==> src/design/kalman_pkg.sv <==
package kalman_pkg;

	// ########################################
	// data words
	// ########################################

	// one memory word carries two 18-bit halves, high half first
	typedef logic [35:0] word_t;
	// signed fixed point with 17 fractional bits
	typedef logic signed [17:0] half_t;
	typedef logic [8:0] addr_t;
	// full 18x18 product before scaling
	typedef logic signed [35:0] prod_t;

	typedef enum logic [1:0] {
		OP_ROTATE,
		OP_ERROR,
		OP_AMP,
		OP_CORRECT
	} mac_op_e;

	// every product sum is brought back to Q17 by an arithmetic shift
	localparam int QMATH_SHIFT = 17;
	// cycles from a step on the sequencer to its state write
	localparam int MAC_LATENCY = 4;

	// ########################################
	// memory layout
	// ########################################

	// state block per channel: 2 words per harmonic, then the SE word
	localparam int ST_XP_OFS = 0;
	localparam int ST_A_OFS = 1;
	localparam int ST_WORDS_PER_HARM = 2;

	// coefficients are shared by all channels, input samples follow them
	localparam int CF_CS_OFS = 0;
	localparam int CF_K_OFS = 1;
	localparam int CF_WORDS_PER_HARM = 2;

	function automatic half_t word_hi(word_t w);
		return half_t'(w[35:18]);
	endfunction

	function automatic half_t word_lo(word_t w);
		return half_t'(w[17:0]);
	endfunction

	function automatic word_t pack_word(half_t hi, half_t lo);
		return {hi, lo};
	endfunction

endpackage
==> src/design/kalman_step_if.sv <==
`timescale 1ns/10ps

interface kalman_step_if #(
	parameter int HARMONICS_NUM = 26,
	parameter int CHANNELS = 3
) ();
	localparam int HARM_W = (HARMONICS_NUM > 1) ? $clog2(HARMONICS_NUM) : 1;
	localparam int CH_W = (CHANNELS > 1) ? $clog2(CHANNELS) : 1;

	// one step per cycle while step_valid is high, no handshake
	logic step_valid;
	kalman_pkg::mac_op_e op;
	logic [CH_W-1:0] channel;
	logic [HARM_W-1:0] harmonic;

	modport seq (
		output step_valid,
		output op,
		output channel,
		output harmonic
	);

	modport addr (
		input step_valid,
		input op,
		input channel,
		input harmonic
	);

	// the datapath only needs to know what to do, not where
	modport mac (
		input step_valid,
		input op
	);

endinterface

==> src/design/kalman_addr_gen.sv <==
`timescale 1ns/10ps

module kalman_addr_gen #(
	parameter int HARMONICS_NUM = 26,
	parameter int CHANNELS = 3
) (
	input  logic clk_i,
	kalman_step_if.addr step,
	output kalman_pkg::addr_t st_rd_addr_o,
	output kalman_pkg::addr_t st_wr_addr_o,
	output kalman_pkg::addr_t cf_rd_addr_o
);
	localparam int HARM_W = (HARMONICS_NUM > 1) ? $clog2(HARMONICS_NUM) : 1;
	localparam int CH_W = (CHANNELS > 1) ? $clog2(CHANNELS) : 1;
	localparam int SE_OFS = kalman_pkg::ST_WORDS_PER_HARM * HARMONICS_NUM;
	localparam int CH_BLOCK = SE_OFS + 1;
	localparam int IN_OFS = kalman_pkg::CF_WORDS_PER_HARM * HARMONICS_NUM;

	logic [CH_W-1:0] ch_idx;
	logic [HARM_W-1:0] harm_idx;
	kalman_pkg::addr_t st_harm;
	kalman_pkg::addr_t cf_harm;
	kalman_pkg::addr_t se_addr;
	kalman_pkg::addr_t in_addr;

	assign ch_idx = step.channel;
	assign harm_idx = step.harmonic;

	always_comb begin
		st_harm = kalman_pkg::addr_t'(ch_idx * CH_BLOCK + harm_idx * kalman_pkg::ST_WORDS_PER_HARM);
		cf_harm = kalman_pkg::addr_t'(harm_idx * kalman_pkg::CF_WORDS_PER_HARM);
		se_addr = kalman_pkg::addr_t'(ch_idx * CH_BLOCK + SE_OFS);
		in_addr = kalman_pkg::addr_t'(IN_OFS + ch_idx);
	end

	// addresses only move on a step, otherwise the rams see the last one
	always_ff @(posedge clk_i) begin
		if (step.step_valid) begin
			case (step.op)
				kalman_pkg::OP_ERROR: begin
					st_rd_addr_o <= se_addr;
					st_wr_addr_o <= se_addr;
					cf_rd_addr_o <= in_addr;
				end
				kalman_pkg::OP_AMP: begin
					// read the pair, write the amplitude next to it
					st_rd_addr_o <= st_harm + kalman_pkg::addr_t'(kalman_pkg::ST_XP_OFS);
					st_wr_addr_o <= st_harm + kalman_pkg::addr_t'(kalman_pkg::ST_A_OFS);
					cf_rd_addr_o <= cf_harm + kalman_pkg::addr_t'(kalman_pkg::CF_CS_OFS);
				end
				kalman_pkg::OP_CORRECT: begin
					st_rd_addr_o <= st_harm + kalman_pkg::addr_t'(kalman_pkg::ST_XP_OFS);
					st_wr_addr_o <= st_harm + kalman_pkg::addr_t'(kalman_pkg::ST_XP_OFS);
					cf_rd_addr_o <= cf_harm + kalman_pkg::addr_t'(kalman_pkg::CF_K_OFS);
				end
				default: begin
					st_rd_addr_o <= st_harm + kalman_pkg::addr_t'(kalman_pkg::ST_XP_OFS);
					st_wr_addr_o <= st_harm + kalman_pkg::addr_t'(kalman_pkg::ST_XP_OFS);
					cf_rd_addr_o <= cf_harm + kalman_pkg::addr_t'(kalman_pkg::CF_CS_OFS);
				end
			endcase
		end
	end

endmodule

==> src/flat_wrapper.sv <==
// flat-port wrapper written by rule: the top's interface ports become plain ports
module kalman_addr_gen_flat 
#(
	parameter int HARMONICS_NUM = 26,
	parameter int CHANNELS = 3
)
  (clk_i, st_rd_addr_o, st_wr_addr_o, cf_rd_addr_o, step_step_valid, step_op, step_channel, step_harmonic);
  kalman_step_if #(.HARMONICS_NUM(HARMONICS_NUM), .CHANNELS(CHANNELS)) step_i ();
  input  logic clk_i;
  output kalman_pkg::addr_t st_rd_addr_o;
  output kalman_pkg::addr_t st_wr_addr_o;
  output kalman_pkg::addr_t cf_rd_addr_o;
  input wire logic [$bits(step_i.step_valid)-1:0] step_step_valid;
  input wire logic [$bits(step_i.op)-1:0] step_op;
  input wire logic [$bits(step_i.channel)-1:0] step_channel;
  input wire logic [$bits(step_i.harmonic)-1:0] step_harmonic;
  assign step_i.step_valid = step_step_valid;
  assign step_i.op = step_op;
  assign step_i.channel = step_channel;
  assign step_i.harmonic = step_harmonic;
  kalman_addr_gen #(.HARMONICS_NUM(HARMONICS_NUM), .CHANNELS(CHANNELS)) u_core (.clk_i(clk_i), .step(step_i), .st_rd_addr_o(st_rd_addr_o), .st_wr_addr_o(st_wr_addr_o), .cf_rd_addr_o(cf_rd_addr_o));
endmodule
==> config.mk <==
export PLATFORM = sky130hd
export DESIGN_NAME = kalman_addr_gen_flat
export DESIGN_NICKNAME = d
export VERILOG_FILES = /design/src/design/kalman_pkg.sv /design/src/design/kalman_step_if.sv /design/src/design/kalman_addr_gen.sv /design/src/flat_wrapper.sv
export SDC_FILE = /design/constraint.sdc
export NUM_CORES = 1
export LEC_CHECK = 0
export BUFFER_PORTS_ARGS = -buffer_cell sky130_fd_sc_hd__buf_2
export CAP_MARGIN = 10
export CORE_MARGIN = 2
export CORE_UTILIZATION = 40
export CTS_BUF_LIST = sky130_fd_sc_hd__clkbuf_4
export DETAILED_ROUTE_END_ITERATION = 10
export PLACE_DENSITY_LB_ADDON = 0.2
export SLEW_MARGIN = 20
export SYNTH_ARGS = -nofsm -noshare
export SYNTH_HDL_FRONTEND = slang
export SYNTH_SLANG_ARGS = --single-unit
==> constraint.sdc <==
create_clock -name clk_i -period 2.86 [get_ports clk_i]
set_input_delay 0.715 -clock clk_i [delete_from_list [all_inputs] [get_ports clk_i]]
set_output_delay 0.715 -clock clk_i [all_outputs]
set_load 0.01 [all_outputs]
==> key figures <==
Cells and area
  – Antenna Cells: 0
  – Area of the multi-input gates: 834.6 µm²
  – Area delta synth->final: 19.76%
  – Nets: 228
  – Share of post-route cells with drive strength above 1: 32.50%
  – Filler cells: 392
  – Reg area: 720.7 µm²
  – Commonest non-fill, non-tap cell in the layout: buf_2
  – Non-Filler Instances: 250
  – Commonest non-fill, non-tap cells in the layout: 34 x buf_2, 24 x edfxtp_1, 15 x ha_1, 14 x buf_4
  – Utilization after layout: 49.28%

Setup path
  – Required @ worst endpoint: 2.95 ns
  – Worst Setup Start Kind: primary input
  – Critical Path Fanout Max: 6
  – Crit path capture type: flip-flop
  – Kind of critical path: in2reg
  – Critical path arrival: 2.70 ns

Global routing
  – Gr usage total: 17.25%
  – First-pass GRT wire length: 6.030 mm
  – Number of global-route vias before repair: 1,285
  – Overflow after GRT: 0
  – Largest net degree at the start of global routing: 25
  – Antenna violations before repair: 0

Timing
  – Setup violators final: 0
  – Final count of pins violating max slew: 0
  – WHS: 0.6826 ns
  – Setup TNS: 0 ns
  – Maximum clock rate: 0.3832 GHz
  – Worst Tran Pin Value: 0.7802 ns
  – Period utilization: 91.23%
  – Unrepaired setup endpoints after global routing: no
  – Hold Fails Final Rpt: 0
  – Slew headroom: 47.99%
  – Min Tclk post-route: 2.609 ns

Power and ir drop
  – VDD IR-drop max: 0.1786 mV
  – Leakage: 0.8631 nW
  – PD cells: 464.7 nW/µm²
  – Tot Pwr: 909.4 µW
  – Net Sw Frac: 31.61%
  – Int Power: 622.0 µW
  – Switch Pwr: 287.4 µW
  – Gate power share: 34.2%
  – Sequential Power Share: 49.1%
  – Clk network pwr share: 16.7%

Synth
  – Yosys top cell area share: 44.10%
  – XOR/XNOR Fraction of Synth Area: 2.680%
  – Dominant cell type by area after synthesis: edfxtp_1
  – #FFs+latches synth: 24
  – Synthesized area per cell: 10.61 µm²
  – Adder-Cell Fraction of Synth Area: 12.71%
  – Async S/R FF share, synth: 0%
  – Number of synthesized flops with an enable pin: 24
  – Simple-gate share of the synthesized area: 14.32%
  – Largest family of logic cells by synthesized area: compound AO/OA/AOI/OAI gates
  – Mapped Cells: 154
  – Post-synthesis compound-gate area fraction: 17.38%
  – Cell variety after synth: 45
  – Synthesized area: 1634 µm²
  – Register area share after synthesis: 44.10%
  – Synth warnings: 0
  – Multiplexer area fraction after synthesis: 3.292%
  – Synth area leaders: edfxtp_1 44%, ha_1 11%, o21ai_0 3.4%, nor2_1 2.5%, inv_1 2.3%
  – Most used DFF post-synth: edfxtp_1

Clock tree
  – CTS root buf: clkbuf_4
  – Clock buffer depth: 2
  – Cts hold-fix bufs: 0
  – CTS clk-pin slew, worst paths: 0.13 ns
  – CTS sink cnt: 24
  – CTS H-Tree Depth: 1
  – Post-CTS setup buffer count: 0
  – TritonCTS Buffers: 3
  – CTS tree: built
  – Post-CTS sizing: 0

Outcome
  – Status: complete, no violations

Routing
  – Iter 0 DRT Violations: 154
  – WL final: 3.495 mm
  – Drt first pass iters: 4
  – DRC viols: 0
  – Via density: 5.356
  – Vias post-DR: 1,339
  – Post-DRT Antenna Nets: 0
  – DR WL/cell: 13.98 µm

Die
  – Horiz. Die Dim: 67.92 µm
  – I/O pins: 38
  – Die Y: 67.92 µm
  – Initial Util: 41.15%
  – Total core area: 3971 µm²
  – Die area: 4612 µm²
  – Core Rows: 23

Run
  – Max-cap violation count: 0

Placement
  – DP HPWL: 2.757 mm
  – Placed Cells: 246
  – Port bufs: 34
  – Routability cong.: 0.8077

Hold path
  – Hold EP: u_core.cf_rd_addr_o[4]$_DFFE_PP_
  – Cell depth of the worst hold path: 2
  – Hold Crit Start: step_harmonic[3]
  – HP Class: in2reg
## worst max-delay path, cell delays in order
cell and delay, ns:
buf_2 0.11, inv_1 0.06, ha_1 0.30, ha_1 0.36, and3b_1 0.22, a211oi_2 0.22
o311ai_2 0.21, o31ai_2 0.10, o21ai_1 0.09, a221o_1 0.30
## per-stage QoR
stage	instance area (µm²)	setup slack, ns
CTS	1957	0.2544
floorplan	1642	0.1289
finish	1957	0.2507
global placement	1931	-0.002234
global route	1957	0.1228
detailed placement	1931	-0.1035
## state kept, by name (all words and copies together), names as in the netlist
| signal | count |
|---|---|
| u_core.st_rd_addr_o | 9 |
| u_core.st_wr_addr_o | 9 |
| u_core.cf_rd_addr_o | 6 |
## cell usage after synthesis (all sizes together), types with 2 or more instances
cell type and count:
edfxtp 24, o21ai 13, mux2 3, a211oi 2, nor3 3, clkbuf 4
buf 4, nand3 5, xnor2 4, inv 10, o221ai 3, or2 4
and3 2, mux2i 2, nand2b 3, o31ai 2, nand2 10, a21oi 8
a22oi 2, nor2 11, nand4 2, o211ai 2, ha 15, a21o 3
## per-layer routing
metal	global-route usage [%]	vias to the layer above	wire [µm]
met2	28.31	42	1696
met1	23.44	638	1583
li1	-	651	-
met3	1.480	8	135
met4	7.250	0	78
met5	0	-	0
## how the worst max path moves through the flow
stage | slack, ns | end | cells after the start | from
after floorplan | 0.13 | u_core.st_wr_addr_o[6]$_DFFE_PP_ | 9 | step_channel[0]
after global placement | -0.002 | u_core.st_wr_addr_o[6]$_DFFE_PP_ | 10 | step_channel[1]
after detailed placement | -0.10 | u_core.st_wr_addr_o[6]$_DFFE_PP_ | 10 | step_channel[1]
after CTS | 0.25 | u_core.st_wr_addr_o[6]$_DFFE_PP_ | 10 | step_channel[1]
after global routing | 0.12 | u_core.st_wr_addr_o[6]$_DFFE_PP_ | 10 | step_channel[1]
final | 0.25 | u_core.st_wr_addr_o[6]$_DFFE_PP_ | 10 | step_channel[1]
## power groups by stage
stage	Clock (mW)	Combinational (mW)	Sequential (mW)
2_1_floorplan	0	0.169	0.481
3_3_place_gp	0	0.302	0.454
3_5_place_dp	0	0.309	0.456
4_1_cts	0.156	0.310	0.447
5_1_grt	0.175	0.348	0.451
6_report	0.152	0.311	0.446
## cell families (layout without fill, tap and decap cells)
| kind of cell | after synthesis | after routing |
|---|---|---|
| other cells | 1 | 3 |
| xor+xnor | 5 | 5 |
| mux | 5 | 5 |
| fa+ha+maj | 16 | 16 |
| simple gates | 44 | 44 |
| buf+inv | 18 | 62 |
| flops | 24 | 24 |
| compound gates | 41 | 41 |
## layout make-up
type	instances	share of cell area (%)
clock buffer	3	1.151
clock inverter	1	0.1918
inverter	10	1.918
multi-input combinational	114	42.65
sequential	24	36.83
tap	50	3.197
timing repair buffer	48	14.07
No activity file was read; power rests on OpenSTA's default activity.
