===== config.mk =====
export PLATFORM = sky130hd
export DESIGN_NAME = kalman_mac_flat
export DESIGN_NICKNAME = d
export VERILOG_FILES = /design/src/design/kalman_pkg.sv /design/src/design/kalman_step_if.sv /design/src/design/kalman_mac.sv /design/src/flat_wrapper.sv
export SDC_FILE = /design/constraint.sdc
export NUM_CORES = 2
export LEC_CHECK = 0
export ABC_AREA = 1
export BUFFER_PORTS_ARGS = -buffer_cell sky130_fd_sc_hd__buf_4
export CAP_MARGIN = 20
export CORE_MARGIN = 2
export CORE_UTILIZATION = 40
export CTS_CLUSTER_SIZE = 16
export DETAILED_ROUTE_END_ITERATION = 7
export GPL_ROUTABILITY_DRIVEN = 0
export PLACE_DENSITY = 0.59
export RECOVER_POWER = 100
export SETUP_SLACK_MARGIN = 0.2
export SLEW_MARGIN = 20
export SYNTH_ARGS = -nofsm -noshare
export SYNTH_HDL_FRONTEND = slang
export SYNTH_SLANG_ARGS = --single-unit

===== constraint.sdc =====
create_clock -name clk_i -period 13.5 [get_ports clk_i]
set_input_delay 0.675 -clock clk_i [delete_from_list [all_inputs] [get_ports clk_i]]
set_output_delay 0.675 -clock clk_i [all_outputs]
set_load 0.02 [all_outputs]

===== src/design/kalman_pkg.sv =====
package kalman_pkg;

	// ########################################
	// data words
	// ########################################

	// one memory word carries two 18-bit halves, high half first
	typedef logic [35:0] word_t;
	// signed fixed point with 17 fractional bits
	typedef logic signed [17:0] half_t;
	typedef logic [8:0] addr_t;
	// full 18x18 product before scaling
	typedef logic signed [35:0] prod_t;

	typedef enum logic [1:0] {
		OP_ROTATE,
		OP_ERROR,
		OP_AMP,
		OP_CORRECT
	} mac_op_e;

	// every product sum is brought back to Q17 by an arithmetic shift
	localparam int QMATH_SHIFT = 17;
	// cycles from a step on the sequencer to its state write
	localparam int MAC_LATENCY = 4;

	// ########################################
	// memory layout
	// ########################################

	// state block per channel: 2 words per harmonic, then the SE word
	localparam int ST_XP_OFS = 0;
	localparam int ST_A_OFS = 1;
	localparam int ST_WORDS_PER_HARM = 2;

	// coefficients are shared by all channels, input samples follow them
	localparam int CF_CS_OFS = 0;
	localparam int CF_K_OFS = 1;
	localparam int CF_WORDS_PER_HARM = 2;

	function automatic half_t word_hi(word_t w);
		return half_t'(w[35:18]);
	endfunction

	function automatic half_t word_lo(word_t w);
		return half_t'(w[17:0]);
	endfunction

	function automatic word_t pack_word(half_t hi, half_t lo);
		return {hi, lo};
	endfunction

endpackage

===== src/design/kalman_step_if.sv =====
`timescale 1ns/10ps

interface kalman_step_if #(
	parameter int HARMONICS_NUM = 26,
	parameter int CHANNELS = 3
) ();
	localparam int HARM_W = (HARMONICS_NUM > 1) ? $clog2(HARMONICS_NUM) : 1;
	localparam int CH_W = (CHANNELS > 1) ? $clog2(CHANNELS) : 1;

	// one step per cycle while step_valid is high, no handshake
	logic step_valid;
	kalman_pkg::mac_op_e op;
	logic [CH_W-1:0] channel;
	logic [HARM_W-1:0] harmonic;

	modport seq (
		output step_valid,
		output op,
		output channel,
		output harmonic
	);

	modport addr (
		input step_valid,
		input op,
		input channel,
		input harmonic
	);

	// the datapath only needs to know what to do, not where
	modport mac (
		input step_valid,
		input op
	);

endinterface


===== src/design/kalman_mac.sv =====
`timescale 1ns/10ps

module kalman_mac (
	input  logic clk_i,
	input  logic harmonics_rst,
	kalman_step_if.mac step,
	input  kalman_pkg::addr_t wr_addr_i,
	input  kalman_pkg::word_t st_data_i,
	input  kalman_pkg::word_t cf_data_i,
	output logic wr_en_o,
	output kalman_pkg::addr_t wr_addr_o,
	output kalman_pkg::word_t wr_data_o
);
	logic valid_d1;
	logic valid_d2;
	logic valid_d3;
	kalman_pkg::mac_op_e op_d1;
	kalman_pkg::mac_op_e op_d2;
	kalman_pkg::mac_op_e op_d3;
	kalman_pkg::addr_t waddr_d2;
	kalman_pkg::addr_t waddr_d3;
	kalman_pkg::half_t x1;
	kalman_pkg::half_t x2;
	kalman_pkg::half_t cf_hi;
	kalman_pkg::half_t cf_lo;
	kalman_pkg::half_t mul_a [4];
	kalman_pkg::half_t mul_b [4];
	kalman_pkg::prod_t prod_q [4];
	kalman_pkg::half_t base_hi_q;
	kalman_pkg::half_t base_lo_q;
	kalman_pkg::half_t sum_q;
	kalman_pkg::half_t err_q;
	logic signed [36:0] acc_hi;
	logic signed [36:0] acc_lo;
	kalman_pkg::half_t new_hi;
	kalman_pkg::half_t new_lo;

	// truncating shift back to Q17, the result wraps at 18 bits
	function automatic kalman_pkg::half_t qscale(logic signed [36:0] acc);
		return kalman_pkg::half_t'(acc[kalman_pkg::QMATH_SHIFT +: 18]);
	endfunction

	assign x1 = kalman_pkg::word_hi(st_data_i);
	assign x2 = kalman_pkg::word_lo(st_data_i);
	assign cf_hi = kalman_pkg::word_hi(cf_data_i);
	assign cf_lo = kalman_pkg::word_lo(cf_data_i);

	// ########################################
	// operand select, aligned with read data
	// ########################################

	always_comb begin
		for (int i = 0; i < 4; i++) begin
			mul_a[i] = '0;
			mul_b[i] = '0;
		end
		case (op_d2)
			kalman_pkg::OP_ROTATE: begin
				mul_a[0] = x1;
				mul_b[0] = cf_hi;
				mul_a[1] = x2;
				mul_b[1] = cf_lo;
				mul_a[2] = x1;
				mul_b[2] = cf_lo;
				mul_a[3] = x2;
				mul_b[3] = cf_hi;
			end
			kalman_pkg::OP_AMP: begin
				mul_a[0] = x1;
				mul_b[0] = x1;
				mul_a[1] = x2;
				mul_b[1] = x2;
			end
			kalman_pkg::OP_CORRECT: begin
				mul_a[0] = err_q;
				mul_b[0] = cf_hi;
				mul_a[1] = err_q;
				mul_b[1] = cf_lo;
			end
			default: begin
				mul_a[0] = '0;
			end
		endcase
	end

	// ########################################
	// combine and scale
	// ########################################

	always_comb begin
		acc_hi = '0;
		acc_lo = '0;
		case (op_d3)
			kalman_pkg::OP_ROTATE: begin
				acc_hi = prod_q[0] - prod_q[1];
				acc_lo = prod_q[2] + prod_q[3];
			end
			kalman_pkg::OP_AMP: begin
				acc_lo = prod_q[0] + prod_q[1];
			end
			kalman_pkg::OP_CORRECT: begin
				acc_hi = prod_q[0];
				acc_lo = prod_q[1];
			end
			default: begin
				acc_hi = '0;
			end
		endcase
		new_hi = base_hi_q + qscale(acc_hi);
		new_lo = base_lo_q + qscale(acc_lo);
		// the error word has no products, just sum and sample minus sum
		if (op_d3 == kalman_pkg::OP_ERROR) begin
			new_hi = sum_q;
			new_lo = base_lo_q - sum_q;
		end
	end

	always_ff @(posedge clk_i) begin
		if (harmonics_rst) begin
			valid_d1 <= 1'b0;
			valid_d2 <= 1'b0;
			valid_d3 <= 1'b0;
			wr_en_o <= 1'b0;
			sum_q <= '0;
			err_q <= '0;
		end else begin
			valid_d1 <= step.step_valid;
			valid_d2 <= valid_d1;
			valid_d3 <= valid_d2;
			wr_en_o <= valid_d3;
			if (valid_d3 && op_d3 == kalman_pkg::OP_ROTATE)
				sum_q <= sum_q + new_hi;
			if (valid_d3 && op_d3 == kalman_pkg::OP_ERROR) begin
				sum_q <= '0;
				err_q <= new_lo;
			end
		end
	end

	always_ff @(posedge clk_i) begin
		op_d1 <= step.op;
		op_d2 <= op_d1;
		op_d3 <= op_d2;
		waddr_d2 <= wr_addr_i;
		waddr_d3 <= waddr_d2;
		for (int i = 0; i < 4; i++)
			prod_q[i] <= mul_a[i] * mul_b[i];
		base_hi_q <= (op_d2 == kalman_pkg::OP_CORRECT) ? x1 : '0;
		case (op_d2)
			kalman_pkg::OP_CORRECT: base_lo_q <= x2;
			kalman_pkg::OP_ERROR: base_lo_q <= cf_hi;
			default: base_lo_q <= '0;
		endcase
		wr_addr_o <= waddr_d3;
		wr_data_o <= kalman_pkg::pack_word(new_hi, new_lo);
	end

endmodule


===== src/flat_wrapper.sv =====
// flat-port wrapper written by rule: the top's interface ports become plain ports
module kalman_mac_flat 
  (clk_i, harmonics_rst, wr_addr_i, st_data_i, cf_data_i, wr_en_o, wr_addr_o, wr_data_o, step_step_valid, step_op);
  kalman_step_if step_i ();
  input  logic clk_i;
  input  logic harmonics_rst;
  input  kalman_pkg::addr_t wr_addr_i;
  input  kalman_pkg::word_t st_data_i;
  input  kalman_pkg::word_t cf_data_i;
  output logic wr_en_o;
  output kalman_pkg::addr_t wr_addr_o;
  output kalman_pkg::word_t wr_data_o;
  input wire logic [$bits(step_i.step_valid)-1:0] step_step_valid;
  input wire logic [$bits(step_i.op)-1:0] step_op;
  assign step_i.step_valid = step_step_valid;
  assign step_i.op = step_op;
  kalman_mac u_core (.clk_i(clk_i), .harmonics_rst(harmonics_rst), .step(step_i), .wr_addr_i(wr_addr_i), .st_data_i(st_data_i), .cf_data_i(cf_data_i), .wr_en_o(wr_en_o), .wr_addr_o(wr_addr_o), .wr_data_o(wr_data_o));
endmodule

==> results.toml <==
[route]
drc = 0
dr.pass1.iters = 6
finalWirelength_mm = 226
routedWlPerCell_um = 22.3
routed-via-count = 53822
ant_nets = 0
vias_per_cell = 5.30
drt_iter0_drc = 5137

[global_routing]
grt_antenna_before_repair = 14
grt-ovfl-total = 0
grt_use_met1_pct = 36.7
use_met2_pct = 42.9
grt_pass1_vias = 55560
gr-usage-met3_pct = 8.97
grt-busiest-layer = "met2"
grt_max_degree = 47
track_usage_pct = 28.3
grt_pass1_wl_mm = 341

[sta]
hold_viol = 0
final.min_clock_period_ps = 10500
grt_setup_unrepaired = "no"
setup_viol = 0
tightest_slew_ps = 1740
relSlewSlack_pct = -15.9
fmax_mhz = 95.3
timing.final.crit_share_pct = 77.8
skew_ps = 19.8
finalMaxSlewViolations = 75
fin_setup_tns_ps = 0

[pwr]
vdd_drop_max_mv = 0.119
leakage_uw = 0.0348
pwr_density_cell_nw_per_um2 = 158

[cells_and_area]
regArea_sq_um = 5710
nNetsFinal = 9965
layout-drive-gt1-share_pct = 3.51
multi_input_area_sq_um = 49600
mostFrequentLayoutCells = "inv_1, nand2_1, fa_1"
fillers = 15991
area_delta_synth_final_pct = 6.80
mostFrequentLayoutCell = "inv_1"
final_area_sq_um = 67900

[clock_tree]
numCtsBuffers = 37
cts.sinks = 285
cts_setup_buffers = 0
worstSkewPairLatency_ps = 640
cts_htree_levels = 2
clk_pin_slew_ps = 60
cts_hold_buf = 0
cts_tree = "done"
post_cts_resized = 0
clock_path_buffers = 3
cts_root_buf = "clkbuf_16"

[floorplanning]
start_util_pct = 40.2
core_sq_um = 158000
num_rows = 146
die_y_um = 403
pin_count = 132
fp.dieW_um = 403
die_area_sq_um = 162000

[worst_setup_path]
reg2reg_from = "u_core.op_d2[0]"
crit_fanout = 36
crit_path_start = "u_core.op_d2[0]"
end_kind = "flop"
cp_data_arrival_time_ps = 11060
max_stage_delay_ps = 1150
critPathKind = "flop to flop"
startpoint_type = "flop"
ff2ff_setup_slack_ps = 3000
required_ps = 14060
slowest_stage = "clkbuf_1"

[logic_synthesis]
ys_ff_latch = 285
netlist_area_sq_um = 63600
ys_warn_count = 0
syn_avg_cell_area_sq_um = 7.92
synth_cell_types = 58
yosysSeqAreaShare_pct = 8.98
netlist_instances = 8021
syn_nets = 9925

[placed_design]
hpwl_mm = 192
port_buffers = 131
place_area_sq_um = 66900

[min_path]
worstHoldPathType = "primary input to flop"
min_from = "wr_addr_i[7]"

[flow_run]
max-cap-violations = 2

[outcome]
violations = "max-capacitance violations, max-slew violations"
status = "finished with violations"
==> cells in the mapped netlist, drive strengths merged <==
| cell type | number | area, sq um |
|---|---|---|
| a211oi | 6 | 45.0 |
| a21boi | 20 | 158 |
| a21o | 16 | 120 |
| a21oi | 330 | 1690 |
| a221oi | 5 | 43.8 |
| a22o | 12 | 105 |
| a22oi | 1 | 7.51 |
| a31oi | 12 | 75.1 |
| and2 | 5 | 33.8 |
| buf | 37 | 178 |
| clkbuf | 147 | 552 |
| clkdlybuf4s18 | 1 | 10.0 |
| clkinv | 28 | 105 |
| dfxtp | 285 | 5710 |
| fa | 1295 | 25900 |
| ha | 523 | 6540 |
| inv | 1972 | 7400 |
| nand2 | 1653 | 6240 |
| nand3 | 191 | 993 |
| nand3b | 10 | 75.1 |
| nand4 | 34 | 213 |
| nor2 | 885 | 3430 |
| nor3 | 33 | 186 |
| nor4 | 5 | 31.3 |
| o2111ai | 1 | 8.76 |
| o211a | 1 | 10.0 |
| o211ai | 12 | 90.1 |
| o21a | 6 | 45.0 |
| o21ai | 174 | 897 |
| o21ba | 1 | 10.0 |
| o21bai | 32 | 248 |
| o221a | 2 | 22.5 |
| o221ai | 5 | 43.8 |
| o22ai | 49 | 307 |
| o311ai | 4 | 35.0 |
| o31ai | 5 | 37.5 |
| or2 | 5 | 31.3 |
| xnor2 | 79 | 692 |
| xor2 | 139 | 1220 |
==> path summary, 6_finish.rpt <==
kind / cells after the start / end
worst min register to register: 0 / u_core.wr_addr_o[2]
worst max register to register: 29 / u_core.prod_q[1][31]
worst min-delay path: 1 / u_core.waddr_d2[7]
worst max-delay path: 29 / u_core.prod_q[1][31]
==> routing by layer <==
metal / vias to the layer above / wire length (um)
met4: 20 / 12900
met3: 635 / 27900
met1: 26567 / 88900
met5: - / 120
met2: 2856 / 96700
li1: 23744 / -
==> critical path, delay by kind of cell (launching register included) <==
kind | cells | cell delay, ps
and+or+nand+nor | 5 | 1450
xor gates and xnor gates | 1 | 190
adders and majority gates | 9 | 3750
DFF | 1 | 380
buffers and inverters | 7 | 1880
AOI/OAI and AO/OA | 7 | 2760
==> logic make-up after synthesis <==
family | synth area share (%)
simple gates | 17.7
buf+inv | 13.0
fa+ha+maj | 51.1
compound gates | 6.29
flops | 8.98
xor+xnor | 3.00
==> where the power goes <==
group / internal (uW) / total, uW / switching (uW)
combinational: 2740 / 8210 / 5470
clock: 602 / 1060 / 460
sequential: 1140 / 1470 / 325
total: 4490 / 10700 / 6260
==> area by class of cell <==
type	instances	area share, %
antenna	4	0.0147
clock buffer	45	1.48
clock inverter	20	0.391
inverter	2000	11.1
multi-input combinational	5551	73.0
sequential	285	8.40
tap	2072	3.82
timing repair buffer	186	1.79
==> stage by stage <==
step | instances | hold slack [ps] | util (%) | setup slack (ps) | power, uW
2_1_floorplan | 8021 | 310 | - | 6140 | 6860
3_3_place_gp | 10093 | 311 | 42.3 | 4790 | 9450
3_5_place_dp | 10094 | 312 | 42.3 | 4730 | 9510
4_1_cts | 10159 | 102 | 43.1 | 4700 | 10600
5_1_grt | 10159 | 141 | 43.0 | 2450 | 11700
6_report | 10163 | 171 | 43.0 | 3000 | 10700
==> flip-flops by register name (all words and copies together) (netlist names) <==
register and flops:
u_core.base_hi_q 18, u_core.base_lo_q 18, u_core.err_q 18, u_core.op_d1 2, u_core.op_d2 2, u_core.op_d3 2
u_core.prod_q 140, u_core.sum_q 18, u_core.valid_d1 1, u_core.valid_d2 1, u_core.valid_d3 1, u_core.waddr_d2 9
u_core.waddr_d3 9, u_core.wr_addr_o 9, u_core.wr_data_o 36, u_core.wr_en_o 1
(Power assumes the default switching activity.)
