[config.mk]
export PLATFORM = sky130hd
export DESIGN_NAME = kalman_sequencer_flat
export DESIGN_NICKNAME = d
export VERILOG_FILES = /design/src/design/kalman_pkg.sv /design/src/design/kalman_step_if.sv /design/src/design/kalman_sequencer.sv /design/src/flat_wrapper.sv
export SDC_FILE = /design/constraint.sdc
export NUM_CORES = 1
export LEC_CHECK = 0
export CORE_UTILIZATION = 45
export CTS_CLUSTER_DIAMETER = 30
export DETAILED_ROUTE_END_ITERATION = 8
export DONT_BUFFER_PORTS = 1
export PLACE_DENSITY_LB_ADDON = 0.08
export SYNTH_ARGS = -nofsm -noshare
export SYNTH_HDL_FRONTEND = slang
export SYNTH_SLANG_ARGS = --single-unit
[constraint.sdc]
create_clock -name clk_i -period 1.99 [get_ports clk_i]
set_clock_uncertainty 0.1 [all_clocks]
set_input_delay 0.199 -clock clk_i [delete_from_list [all_inputs] [get_ports clk_i]]
set_output_delay 0.199 -clock clk_i [all_outputs]
set_load 0.01 [all_outputs]
[src/design/kalman_pkg.sv]
package kalman_pkg;

	// ########################################
	// data words
	// ########################################

	// one memory word carries two 18-bit halves, high half first
	typedef logic [35:0] word_t;
	// signed fixed point with 17 fractional bits
	typedef logic signed [17:0] half_t;
	typedef logic [8:0] addr_t;
	// full 18x18 product before scaling
	typedef logic signed [35:0] prod_t;

	typedef enum logic [1:0] {
		OP_ROTATE,
		OP_ERROR,
		OP_AMP,
		OP_CORRECT
	} mac_op_e;

	// every product sum is brought back to Q17 by an arithmetic shift
	localparam int QMATH_SHIFT = 17;
	// cycles from a step on the sequencer to its state write
	localparam int MAC_LATENCY = 4;

	// ########################################
	// memory layout
	// ########################################

	// state block per channel: 2 words per harmonic, then the SE word
	localparam int ST_XP_OFS = 0;
	localparam int ST_A_OFS = 1;
	localparam int ST_WORDS_PER_HARM = 2;

	// coefficients are shared by all channels, input samples follow them
	localparam int CF_CS_OFS = 0;
	localparam int CF_K_OFS = 1;
	localparam int CF_WORDS_PER_HARM = 2;

	function automatic half_t word_hi(word_t w);
		return half_t'(w[35:18]);
	endfunction

	function automatic half_t word_lo(word_t w);
		return half_t'(w[17:0]);
	endfunction

	function automatic word_t pack_word(half_t hi, half_t lo);
		return {hi, lo};
	endfunction

endpackage
[src/design/kalman_step_if.sv]
`timescale 1ns/10ps

interface kalman_step_if #(
	parameter int HARMONICS_NUM = 26,
	parameter int CHANNELS = 3
) ();
	localparam int HARM_W = (HARMONICS_NUM > 1) ? $clog2(HARMONICS_NUM) : 1;
	localparam int CH_W = (CHANNELS > 1) ? $clog2(CHANNELS) : 1;

	// one step per cycle while step_valid is high, no handshake
	logic step_valid;
	kalman_pkg::mac_op_e op;
	logic [CH_W-1:0] channel;
	logic [HARM_W-1:0] harmonic;

	modport seq (
		output step_valid,
		output op,
		output channel,
		output harmonic
	);

	modport addr (
		input step_valid,
		input op,
		input channel,
		input harmonic
	);

	// the datapath only needs to know what to do, not where
	modport mac (
		input step_valid,
		input op
	);

endinterface

[src/design/kalman_sequencer.sv]
`timescale 1ns/10ps

module kalman_sequencer #(
	parameter int HARMONICS_NUM = 26,
	parameter int CHANNELS = 3
) (
	input  logic clk_i,
	input  logic harmonics_rst,
	input  logic enable_i,
	output logic busy_o,
	kalman_step_if.seq step
);
	localparam int HARM_W = (HARMONICS_NUM > 1) ? $clog2(HARMONICS_NUM) : 1;
	localparam int CH_W = (CHANNELS > 1) ? $clog2(CHANNELS) : 1;
	// the sum and error registers need three spare cycles before use
	localparam int DRAIN_CYCLES = 3;
	localparam logic [2:0] DRAIN_LOAD = 3'(DRAIN_CYCLES - 1);
	localparam logic [2:0] FLUSH_LOAD = 3'(kalman_pkg::MAC_LATENCY - 1);

	typedef enum logic [2:0] {
		IDLE,
		ROTATE,
		DRAIN_SUM,
		ERROR,
		DRAIN_ERR,
		AMP,
		CORRECT,
		FLUSH
	} seq_state_e;

	seq_state_e state_q;
	logic [CH_W-1:0] ch_q;
	logic [HARM_W-1:0] harm_q;
	logic [2:0] wait_q;
	logic last_harm;
	logic last_ch;
	logic wait_done;

	assign last_harm = harm_q == HARM_W'(HARMONICS_NUM - 1);
	assign last_ch = ch_q == CH_W'(CHANNELS - 1);
	assign wait_done = wait_q == '0;

	// ########################################
	// state and counters
	// ########################################

	always_ff @(posedge clk_i) begin
		if (harmonics_rst) begin
			state_q <= IDLE;
			ch_q <= '0;
			harm_q <= '0;
			wait_q <= '0;
		end else begin
			case (state_q)
				IDLE: begin
					ch_q <= '0;
					harm_q <= '0;
					if (enable_i)
						state_q <= ROTATE;
				end
				ROTATE: begin
					if (last_harm) begin
						harm_q <= '0;
						wait_q <= DRAIN_LOAD;
						state_q <= DRAIN_SUM;
					end else begin
						harm_q <= harm_q + 1'b1;
					end
				end
				DRAIN_SUM: begin
					if (wait_done)
						state_q <= ERROR;
					else
						wait_q <= wait_q - 1'b1;
				end
				ERROR: begin
					wait_q <= DRAIN_LOAD;
					state_q <= DRAIN_ERR;
				end
				DRAIN_ERR: begin
					if (wait_done)
						state_q <= AMP;
					else
						wait_q <= wait_q - 1'b1;
				end
				AMP: begin
					state_q <= CORRECT;
				end
				CORRECT: begin
					if (!last_harm) begin
						harm_q <= harm_q + 1'b1;
						state_q <= AMP;
					end else if (last_ch) begin
						harm_q <= '0;
						ch_q <= '0;
						wait_q <= FLUSH_LOAD;
						state_q <= FLUSH;
					end else begin
						harm_q <= '0;
						ch_q <= ch_q + 1'b1;
						state_q <= ROTATE;
					end
				end
				FLUSH: begin
					// hold busy until the last write has left the datapath
					if (wait_done)
						state_q <= IDLE;
					else
						wait_q <= wait_q - 1'b1;
				end
				default: begin
					state_q <= IDLE;
				end
			endcase
		end
	end

	// ########################################
	// step outputs
	// ########################################

	always_comb begin
		step.step_valid = 1'b0;
		step.op = kalman_pkg::OP_ROTATE;
		case (state_q)
			ROTATE: begin
				step.step_valid = 1'b1;
				step.op = kalman_pkg::OP_ROTATE;
			end
			ERROR: begin
				step.step_valid = 1'b1;
				step.op = kalman_pkg::OP_ERROR;
			end
			AMP: begin
				step.step_valid = 1'b1;
				step.op = kalman_pkg::OP_AMP;
			end
			CORRECT: begin
				step.step_valid = 1'b1;
				step.op = kalman_pkg::OP_CORRECT;
			end
			default: begin
				step.step_valid = 1'b0;
			end
		endcase
	end

	assign step.channel = ch_q;
	assign step.harmonic = harm_q;
	assign busy_o = state_q != IDLE;

endmodule

[src/flat_wrapper.sv]
// flat-port wrapper written by rule: the top's interface ports become plain ports
module kalman_sequencer_flat 
#(
	parameter int HARMONICS_NUM = 26,
	parameter int CHANNELS = 3
)
  (clk_i, harmonics_rst, enable_i, busy_o, step_step_valid, step_op, step_channel, step_harmonic);
  kalman_step_if #(.HARMONICS_NUM(HARMONICS_NUM), .CHANNELS(CHANNELS)) step_i ();
  input  logic clk_i;
  input  logic harmonics_rst;
  input  logic enable_i;
  output logic busy_o;
  output wire logic [$bits(step_i.step_valid)-1:0] step_step_valid;
  output wire logic [$bits(step_i.op)-1:0] step_op;
  output wire logic [$bits(step_i.channel)-1:0] step_channel;
  output wire logic [$bits(step_i.harmonic)-1:0] step_harmonic;
  assign step_step_valid = step_i.step_valid;
  assign step_op = step_i.op;
  assign step_channel = step_i.channel;
  assign step_harmonic = step_i.harmonic;
  kalman_sequencer #(.HARMONICS_NUM(HARMONICS_NUM), .CHANNELS(CHANNELS)) u_core (.clk_i(clk_i), .harmonics_rst(harmonics_rst), .enable_i(enable_i), .busy_o(busy_o), .step(step_i));
endmodule
==> impl_results.md, run 1 <==
* All-Layer GR Usage at 0.1944
* Commonest cells in the netlist: a21oi_1, nand2_1, dfxtp_1
* Clk root buf: clkbuf_4
* Most used DFF post-synth: dfxtp_1
* PortBufs at 0
* Mapped Nets at 131
* Min-delay src: harmonics_rst
* First-pass GRT wire length at 3.629 mm
* Htree depth at 1
* Sequential cell area fraction in the yosys report at 0.2667
* Detail Route Antenna Nets at 0
* Length in cells of the worst reg-to-reg path at 7
* Fillers at 201
* Endpoints failing hold at 0
* Syn avg cell area at 7.934 sq um
* Max Slew Vio Count at 0
* Clock-pin slew on the worst setup and hold paths at roughly 0.070 ns
* Die area at 2359 sq um
* Clock buffer count from CTS at 3
* Final setup violation count at 0
* 1st-iter DRT viols at 7
* Post-synth EDFFs at 0
* Vias in the first global route at 807
* Nets at 141
* Worst r2r src: u_core.state_q[2]$_SDFFE_PP0P_
* Hold Path Depth at 2
* Setup CP Type: reg2reg
* Layout cell share with drive strength beyond 1 at 0.1894
* RePlAce Congestion at 0.8054
* # clock sinks at 13
* Worst R2R Setup Slack at 0.08 ns
* Routed WL at 2.091 mm
* Critical R2R Capture: u_core.wait_q[0]$_SDFFE_PP0P_
* Vias per cell at around 5.5
* Mapped cell area at 975.9 sq um
* Clk Latency, worst-skew pair at 0.27 ns
* LEAKAGE at 0.4365 nW
* Post-synth top area cell: dfxtp_1
* Setup crit end: u_core.wait_q[0]$_SDFFE_PP0P_
* Critical Path Sink Type: flop
* Startpoint types: flop
* Pwr Total at ~1.1 mW
* Synth Instances at 123
* DR DRC count at 0
* Pwr dens at 990.0 nW/um^2
* Die height at approximately 49 um
* IO Count at 14
* Cell Rows at 16
* Final period util at 0.9608
* Most numerous cell in the Yosys netlist: a21oi_1
* HPWL after DPL at 1.527 mm
* Drt pass-1 iters at 4
* Max Root-Sink Buffers at 2
* Critical Path Max Stage Delay at approximately 0.55 ns
* Slowest-stage cell, CP: fa_1
* # diodes at 0
* Min Clock Period, post-route at 1.912 ns
* Async SR Flop Fraction at 0
* Initial antenna violation count at 0
* Max Cap Viol at 0
* TritonCTS clock tree: yes
* Cell variety after synth at 43
* Yosys top cell area share at 0.2667
* Vias at 876
* Core ar. at 2002 sq um
* Routed wire per std cell at 13.15 um
* Overflow left after global routing at 0
* Peak Freq at 0.5230 GHz
* Tightest Pin Transition at slightly below 0.4 ns
* Initial Util at 0.4875
* Hold slack final at 0.01946 ns
* CP arrival at roughly 2.0 ns
* Worst-path maximum fanout at 6
* Peak supply drop at 0.5041 mV
* Status: completed
* Ys Warns at 0
* Chip width at a little under 50 um
* Crit. Startpoint: u_core.state_q[2]$_SDFFE_PP0P_
* Area delta synth->final at 13.59%
* Slew HR at 0.7386
* Worst path cell trace: fa_1 -> inv_2 -> buf_4 -> a21oi_2 -> o32ai_4 -> and3b_1 -> o21a_1
* WP data required at 2.06 ns
* Synthesized flop and latch total at 13
* Largest net degree at the start of global routing at 21
* Top cells by area, synth: dfxtp_1, a21oi_1, nand2_1
* Hold Path Class: in2reg
-- layer usage --
| layer | GRT usage | wire, um |
|---|---|---|
| met5 | 0 | 0 |
| met3 | 0.03459 | 67 |
| met4 | 0.05882 | 7 |
| met1 | 0.2656 | 1061 |
| met2 | 0.3122 | 955 |
-- area by class of cell --
type | count | area [sq um] | share of cell area
timing repair buffer | 11 | 88.84 | 0.08014
tap | 27 | 33.78 | 0.03047
inverter | 6 | 22.52 | 0.02032
multi-input combinational | 98 | 675.6 | 0.6095
clock buffer | 4 | 26.28 | 0.02370
sequential | 13 | 261.5 | 0.2359
-- placed cells by master, fill, tap and decap left out, types with 2 or more instances in the layout --
master,Yosys,routed
a21o_1,2,2
a21oi_1,16,15
and3b_1,2,2
buf_4,1,9
clkbuf_4,0,3
dfxtp_1,13,12
ha_1,4,4
inv_1,6,5
nand2_1,14,13
nand2b_1,3,3
nand3_1,3,3
nor2_1,10,10
nor2b_1,7,7
o21ai_0,9,9
or3_1,2,2
-- logic make-up after synthesis --
group	after synthesis	synth area share
adders and majority gates	5	0.07180
xor gates and xnor gates	3	0.03462
AOI/OAI and AO/OA	38	0.2590
and+or+nand+nor	51	0.2974
muxes	1	0.01026
DFF	13	0.2667
buffers and inverters	12	0.06026
-- report_power, final --
group          internal [mW]  leakage, nW  switching, mW
clock                 0.0776       0.0150         0.0804
combinational          0.287        0.316          0.344
sequential             0.291        0.106         0.0172
total                  0.656        0.437          0.442
-- sequential cells by signal, indices dropped and copies added (netlist names) --
signal	cells
u_core.step.harmonic	5
u_core.state_q	3
u_core.wait_q	3
u_core.step.channel	2
-- worst min path at each step --
stage,to
finish,u_core.wait_q[0]$_SDFFE_PP0P_
global route,u_core.wait_q[0]$_SDFFE_PP0P_
CTS,u_core.wait_q[0]$_SDFFE_PP0P_
detailed placement,u_core.state_q[0]$_SDFFE_PP0P_
global placement,u_core.state_q[0]$_SDFFE_PP0P_
floorplan,u_core.wait_q[0]$_SDFFE_PP0P_
-- critical path, delay by kind of cell, from the launching register on --
kind                       cells  cell delay (ns)
adders and majority gates      1             0.55
AOI/OAI and AO/OA              3             0.44
DFF                            1             0.34
and+or+nand+nor                1             0.20
buffers and inverters          2             0.18
-- per-stage QoR --
| stage | area, sq um | util | TNS (ns) | setup slack [ns] | std cells |
|---|---|---|---|---|---|
| 4_1_cts | 1079 | 0.5388 | 0 | 0.06952 | 157 |
| 3_5_place_dp | 1042 | 0.5206 | 0 | 0.07380 | 152 |
| 5_1_grt | 1109 | 0.5538 | -0.008158 | -0.008158 | 159 |
| 2_1_floorplan | 984.7 | - | 0 | 0.07723 | 123 |
| 6_report | 1109 | 0.5538 | 0 | 0.07798 | 159 |
| 3_3_place_gp | 1042 | 0.5206 | 0 | 0.1405 | 152 |
-- repair_timing --
item | in CTS | in global routing
gates resized for setup | 0 | 4
setup endpoints to repair | 0 | 1
setup buffers | 0 | 2
hold endpoints to repair | 10 | 0
hold buffers | 1 | 0
Note: power is estimated with default switching activity, not from simulation.
==> run 2, diff against run 1 <==
--- a/config.mk
+++ b/config.mk
@@ -5,6 +5,7 @@
 export SDC_FILE = /design/constraint.sdc
 export NUM_CORES = 1
 export LEC_CHECK = 0
+export CORE_MARGIN = 8
 export CORE_UTILIZATION = 45
 export CTS_CLUSTER_DIAMETER = 30
 export DETAILED_ROUTE_END_ITERATION = 8
==> impl_results.md, run 2 (same netlist as run 1, synthesis figures left out) <==
* # clock sinks at 13 (unchanged)
* Clk root buf: clkbuf_4
* Min-delay src: harmonics_rst
* First-pass GRT wire length at 3.850 mm (+6.1%)
* Peak supply drop at 0.4874 mV (-3.3%)
* Startpoint types: flop
* Die area at 3915 sq um (+66%)
* Max reg flops at 5 (unchanged)
* Clk Latency, worst-skew pair at 0.27 ns (about the same)
* Vias per cell at 5.484 (-0.46%)
* Routed wire per std cell at 13.94 um (+6.0%)
* Setup CP Type: reg2reg
* Non-filler cells, final at 157 (-1.3%)
* Vias in the first global route at 815 (+0.99%)
* Layout cell share with drive strength beyond 1 at 0.1705 (-0.01885)
* Htree depth at 1 (unchanged)
* Drt pass-1 iters at 4 (unchanged)
* WP data required at 2.06 ns (about the same)
* Initial antenna violation count at 0 (unchanged)
* Min Clock Period, post-route at 1.911 ns (-0.0005571 ns)
* Tightest Pin Transition at 0.4153 ns (+0.02445 ns)
* Core ar. at 2127 sq um (+6.2%)
* Critical Path Max Stage Delay at 0.44 ns (-0.11 ns)
* Critical Path Sink Type: flop
* Die height at 62.57 um (+29%)
* Setup TNS at 0 ns (unchanged)
* M1 WL at 1.083 mm (+2.1%)
* CP arrival at 1.99 ns (about the same)
* Detail Route Antenna Nets at 0 (unchanged)
* Pwr dens at 979.3 nW/um^2 (-1.1%)
* Overflow left after global routing at 0 (unchanged)
* Met3 wire len at 110 um (+64%)
* DR DRC count at 0 (unchanged)
* Clock-pin slew on the worst setup and hold paths at 0.08 ns (about the same)
* Area delta synth->final at 12.18%
* LEAKAGE at 0.4189 nW (-4.0%)
* Nets at 138 (-2.1%)
* Largest net degree at the start of global routing at 21 (unchanged)
* Placed cell count at 151 (-0.66%)
* Pwr Total at 1.072 mW (-2.3%)
* WL met2 at 960 um (+0.52%)
* Most common cell after layout, fill and taps aside: a21oi_1
* Endpoints failing hold at 0 (unchanged)
* Reg area at 261.5 sq um (unchanged)
* Hold Path Class: in2reg
* Clock buffer count from CTS at 3 (unchanged)
* Most frequent cells in the layout: a21oi_1, nand2_1, dfxtp_1, nor2_1, o21ai_0
* Slew HR at 0.7222 (-0.01636)
* # diodes at 0 (unchanged)
* Final period util at 0.9605 (about the same)
* IO Count at 14 (unchanged)
* PortBufs at 0 (unchanged)
* HPWL after DPL at 1.601 mm (+4.9%)
* Status: completed
* Pre-CTS WS at 0.1004 ns (+0.02657 ns)
* TritonCTS clock tree: yes
* RePlAce Congestion at 0.8131 (+0.96%)
* Initial Util at 0.4588 (-0.02868)
* Worst-path maximum fanout at 6 (unchanged)
* Peak Freq at 0.5232 GHz (about the same)
* All-Layer GR Usage at 0.1163 (-0.07815)
* Final setup violation count at 0 (unchanged)
* RSZ-0062 raised after global routing: no
* Worst r2r src: u_core.state_q[0]$_SDFFE_PP0P_
* Slowest-stage cell, CP: fa_1
* 1st-iter DRT viols at 59 (+52)
* Worst path cell trace: inv_1 -> fa_1 -> inv_2 -> mux2i_2 -> o32ai_4 -> o21ai_1 -> a31o_1
* Max Cap Viol at 0 (unchanged)
* Max Slew Vio Count at 0 (unchanged)
* Vias at 861 (-1.7%)
* Multi-input logic area at 679.4 sq um (+0.56%)
* Hold slack final at 0.05613 ns (+0.03668 ns)
* Uppermost layer routed: met4
* Cell area after layout at 1095 sq um (-1.2%)
* Max Root-Sink Buffers at 2 (unchanged)
* Fillers at 230 (+14%)
* Routed WL at 2.189 mm (+4.7%)
* Cell Rows at 17 (+1)
* Placed cell area at 1028 sq um (-1.3%)
* Crit. Startpoint: u_core.state_q[0]$_SDFFE_PP0P_
* Final Core Density at 0.5147 (-0.03904)
* Chip width at 62.57 um (+29%)
* Setup WS post-layout at 0.07854 ns (+0.0005571 ns)
## run 2: cell types whose count changed in the layout (fill, tap and decap cells not counted)
cell,previous run,this run
o2111ai_1,1,0
nand2_1,13,14
nand2_2,1,0
buf_4,9,5
buf_6,1,2
o2111ai_2,0,1
## run 2: critical path: cells and delay by family, from the launching register on
family	cells	cell delay (ns)
multiplexers	1	0.08
AO/OA/AOI/OAI	3	0.71
flip-flops	1	0.33
adder cells (fa/ha/maj)	1	0.44
buffers and inverters	2	0.13
## run 2: area by class of cell
cell class | instances | area share
multi-input cells | 98 | 0.6206
well taps | 28 | 0.03200
clock buffers | 4 | 0.02400
flip-flops and latches | 13 | 0.2389
inverters | 6 | 0.02057
repair buffers | 8 | 0.06400
## run 2: final timing paths
check / to / slack [ns] / depth (start not counted)
setup / recovery: u_core.wait_q[2]$_SDFFE_PP0P_ / 0.08 / 7
hold reg to reg: u_core.wait_q[1]$_SDFFE_PP0P_ / 0.41 / 1
hold / removal: u_core.wait_q[2]$_SDFFE_PP0P_ / 0.06 / 2
setup reg to reg: u_core.wait_q[2]$_SDFFE_PP0P_ / 0.08 / 7
## run 2: power breakdown
part	internal, mW	switching, mW	total, mW
Sequential	0.291	0.0181	0.309
Combinational	0.257	0.345	0.602
Clock	0.0776	0.0831	0.161
## run 2: timing repair
item | in CTS | in global routing
endpoints found under the hold margin | 11 | 0
setup endpoints to repair | 0 | 2
setup buffers | 0 | 1
resized for setup | 0 | 5
hold buffers | 1 | 0
## run 2: routing by layer
metal	up-vias	track usage
met3	4	0.03226
met5	-	0
met2	18	0.1721
met1	393	0.1494
met4	0	0.05983
li1	446	-
==> run 3, diff against run 2 <==
--- a/config.mk
+++ b/config.mk
@@ -7,10 +7,12 @@
 export LEC_CHECK = 0
 export CORE_MARGIN = 8
 export CORE_UTILIZATION = 45
+export CTS_BUF_LIST = sky130_fd_sc_hd__clkbuf_4 sky130_fd_sc_hd__clkbuf_8
 export CTS_CLUSTER_DIAMETER = 30
 export DETAILED_ROUTE_END_ITERATION = 8
 export DONT_BUFFER_PORTS = 1
 export PLACE_DENSITY_LB_ADDON = 0.08
+export SETUP_SLACK_MARGIN = 0.1
 export SYNTH_ARGS = -nofsm -noshare
 export SYNTH_HDL_FRONTEND = slang
 export SYNTH_SLANG_ARGS = --single-unit
==> impl_results.md, run 3 (same netlist as run 1, synthesis figures left out) <==
* Status: completed
* Pre-CTS WS at 0.1299 ns (+0.02955 ns)
* Die height at 62.57 um (unchanged)
* Register share of total power at 0.288 (about the same)
* Tightest Pin Transition at 0.3942 ns (-0.02116 ns)
* Fillers at 223 (-3.0%)
* Sw Share at 0.4038 (-0.01228)
* # clock sinks at 13 (unchanged)
* Peak Freq at 0.5361 GHz (+2.5%)
* Hold Path Depth at 2 (unchanged)
* RePlAce Congestion at 0.7771 (-4.4%)
* Switch Pwr at 0.4377 mW (-1.9%)
* Combinational power share at 0.551 (-0.011)
* Slew HR at 0.7349 (+0.01267)
* Clock-pin slew on the worst setup and hold paths at 0.08 ns (about the same)
* Pwr dens at 977.9 nW/um^2 (-0.15%)
* Clock Power Share at 0.160 (+0.010)
* First-pass GRT wire length at 3.864 mm (+0.36%)
* Initial antenna violation count at 0 (unchanged)
* Most common cell after layout, fill and taps aside: a21oi_1
* Max reg flops at 5 (unchanged)
* Htree depth at 1 (unchanged)
* WP data required at 2.06 ns (about the same)
* 1st-iter DRT viols at 48 (-19%)
* Min Clock Period, post-route at 1.865 ns (-0.04628 ns)
* Core ar. at 2127 sq um (unchanged)
* Setup CP Type: reg2reg
* RSZ-0062 raised after global routing: yes
* PortBufs at 0 (unchanged)
* Max Cap Viol at 0 (unchanged)
* Int Pwr at 0.6463 mW (+3.2%)
* Nets at 138 (unchanged)
* Clock buffer count from CTS at 3 (unchanged)
* Setup TNS at 0 ns (unchanged)
* Length in cells of the worst reg-to-reg path at 6 (-1)
* Area delta synth->final at 13.59%
* Endpoints failing hold at 0 (unchanged)
* Vias in the first global route at 803 (-1.5%)
* Final period util at 0.9373 (-0.02326)
* Overflow left after global routing at 0 (unchanged)
* IO Count at 14 (unchanged)
* Vias per cell at 5.408 (-1.4%)
* Worst-path maximum fanout at 6 (unchanged)
* Initial Util at 0.4588 (unchanged)
* Most frequent cells in the layout: a21oi_1, nand2_1, nor2_1, dfxtp_1, o21ai_0
* Routed WL at 2.153 mm (-1.6%)
* Largest net degree at the start of global routing at 21 (unchanged)
* Vias at 849 (-1.4%)
* Die area at 3915 sq um (unchanged)
* CP arrival at 1.93 ns (-0.06 ns)
* TritonCTS clock tree: yes
* Setup Fix Bufs, Post-CTS at 0 (unchanged)
* Layout cell share with drive strength beyond 1 at 0.2093 (+0.03876)
* LEAKAGE at 0.4273 nW (+2.0%)
* Routed wire per std cell at 13.71 um (-1.6%)
* Clk root buf: clkbuf_4
* Hold Path Class: in2reg
* Setup WS post-layout at 0.1248 ns (+0.04628 ns)
* Detail Route Antenna Nets at 0 (unchanged)
* Final setup violation count at 0 (unchanged)
* Max Root-Sink Buffers at 2 (unchanged)
* HPWL after DPL at 1.589 mm (-0.73%)
* Cell Rows at 17 (unchanged)
* DR DRC count at 0 (unchanged)
* Max Slew Vio Count at 0 (unchanged)
* Startpoint types: flop
* # diodes at 0 (unchanged)
* Drt pass-1 iters at 4 (unchanged)
* Critical Path Sink Type: flop
* Peak supply drop at 0.4938 mV (+1.3%)
* Chip width at 62.57 um (unchanged)
* Clk Latency, worst-skew pair at 0.27 ns (about the same)
* All-Layer GR Usage at 0.1190 (+0.002768)
## run 3: cell counts in the layout (fill, tap and decap cells not counted)
No cell type changed its count.
## run 3: through the flow
stage / power, mW / util / hold slack [ns] / cells / cell area (sq um)
final: 1.084 / 0.5212 / 0.01897 / 157 / 1109
after detailed placement: 0.8739 / 0.4871 / 0.1660 / 152 / 1036
after global routing: 1.184 / 0.5212 / 0.007766 / 157 / 1109
after CTS: 1.059 / 0.5059 / 0.004588 / 157 / 1076
after floorplan: 0.7733 / - / 0.2742 / 123 / 984.7
after global placement: 0.8672 / 0.4871 / 0.1638 / 152 / 1036
## run 3: final cells by class
type,count,area [sq um],share of cell area
flip-flops and latches,13,264.0,0.2381
inverters,6,22.52,0.02032
clock buffers,4,30.03,0.02709
multi-input cells,98,686.9,0.6196
repair buffers,8,70.07,0.06321
well taps,28,35.03,0.03160
## run 3: power groups by stage
stage	sequential, mW	combinational, mW	clock (mW)
global placement	0.314	0.553	0
floorplan	0.327	0.446	0
finish	0.313	0.598	0.174
global route	0.318	0.665	0.200
CTS	0.309	0.565	0.184
detailed placement	0.316	0.558	0
## run 3: critical path, stage by stage, from the launching register on
cell and delay [ns]:
dfxtp_2 0.34, fa_1 0.48, inv_2 0.10, mux2i_4 0.07, o32ai_4 0.35, o21ai_1 0.12
a31o_1 0.21
## run 3: metal layers
layer | vias up | GRT usage | share of wire
li1 | 446 | - | -
met1 | 383 | 0.1581 | 0.49
met2 | 18 | 0.1721 | 0.45
met3 | 2 | 0.03047 | 0.056
met4 | 0 | 0.05983 | 0.0079
met5 | - | 0 | 0
## run 3: timing repair
item,4_1_cts,5_1_grt
hold buffers,1,0
hold endpoints to repair,10,0
resized for setup,0,9
setup endpoints to repair,0,3
## run 3: worst paths after layout
check / start / endpoint / slack, ns
max: u_core.state_q[2]$_SDFFE_PP0P_ / u_core.wait_q[2]$_SDFFE_PP0P_ / 0.12
min: harmonics_rst / u_core.wait_q[0]$_SDFFE_PP0P_ / 0.02
max reg2reg: u_core.state_q[2]$_SDFFE_PP0P_ / u_core.wait_q[2]$_SDFFE_PP0P_ / 0.12
min reg2reg: u_core.wait_q[1]$_SDFFE_PP0P_ / u_core.wait_q[1]$_SDFFE_PP0P_ / 0.41
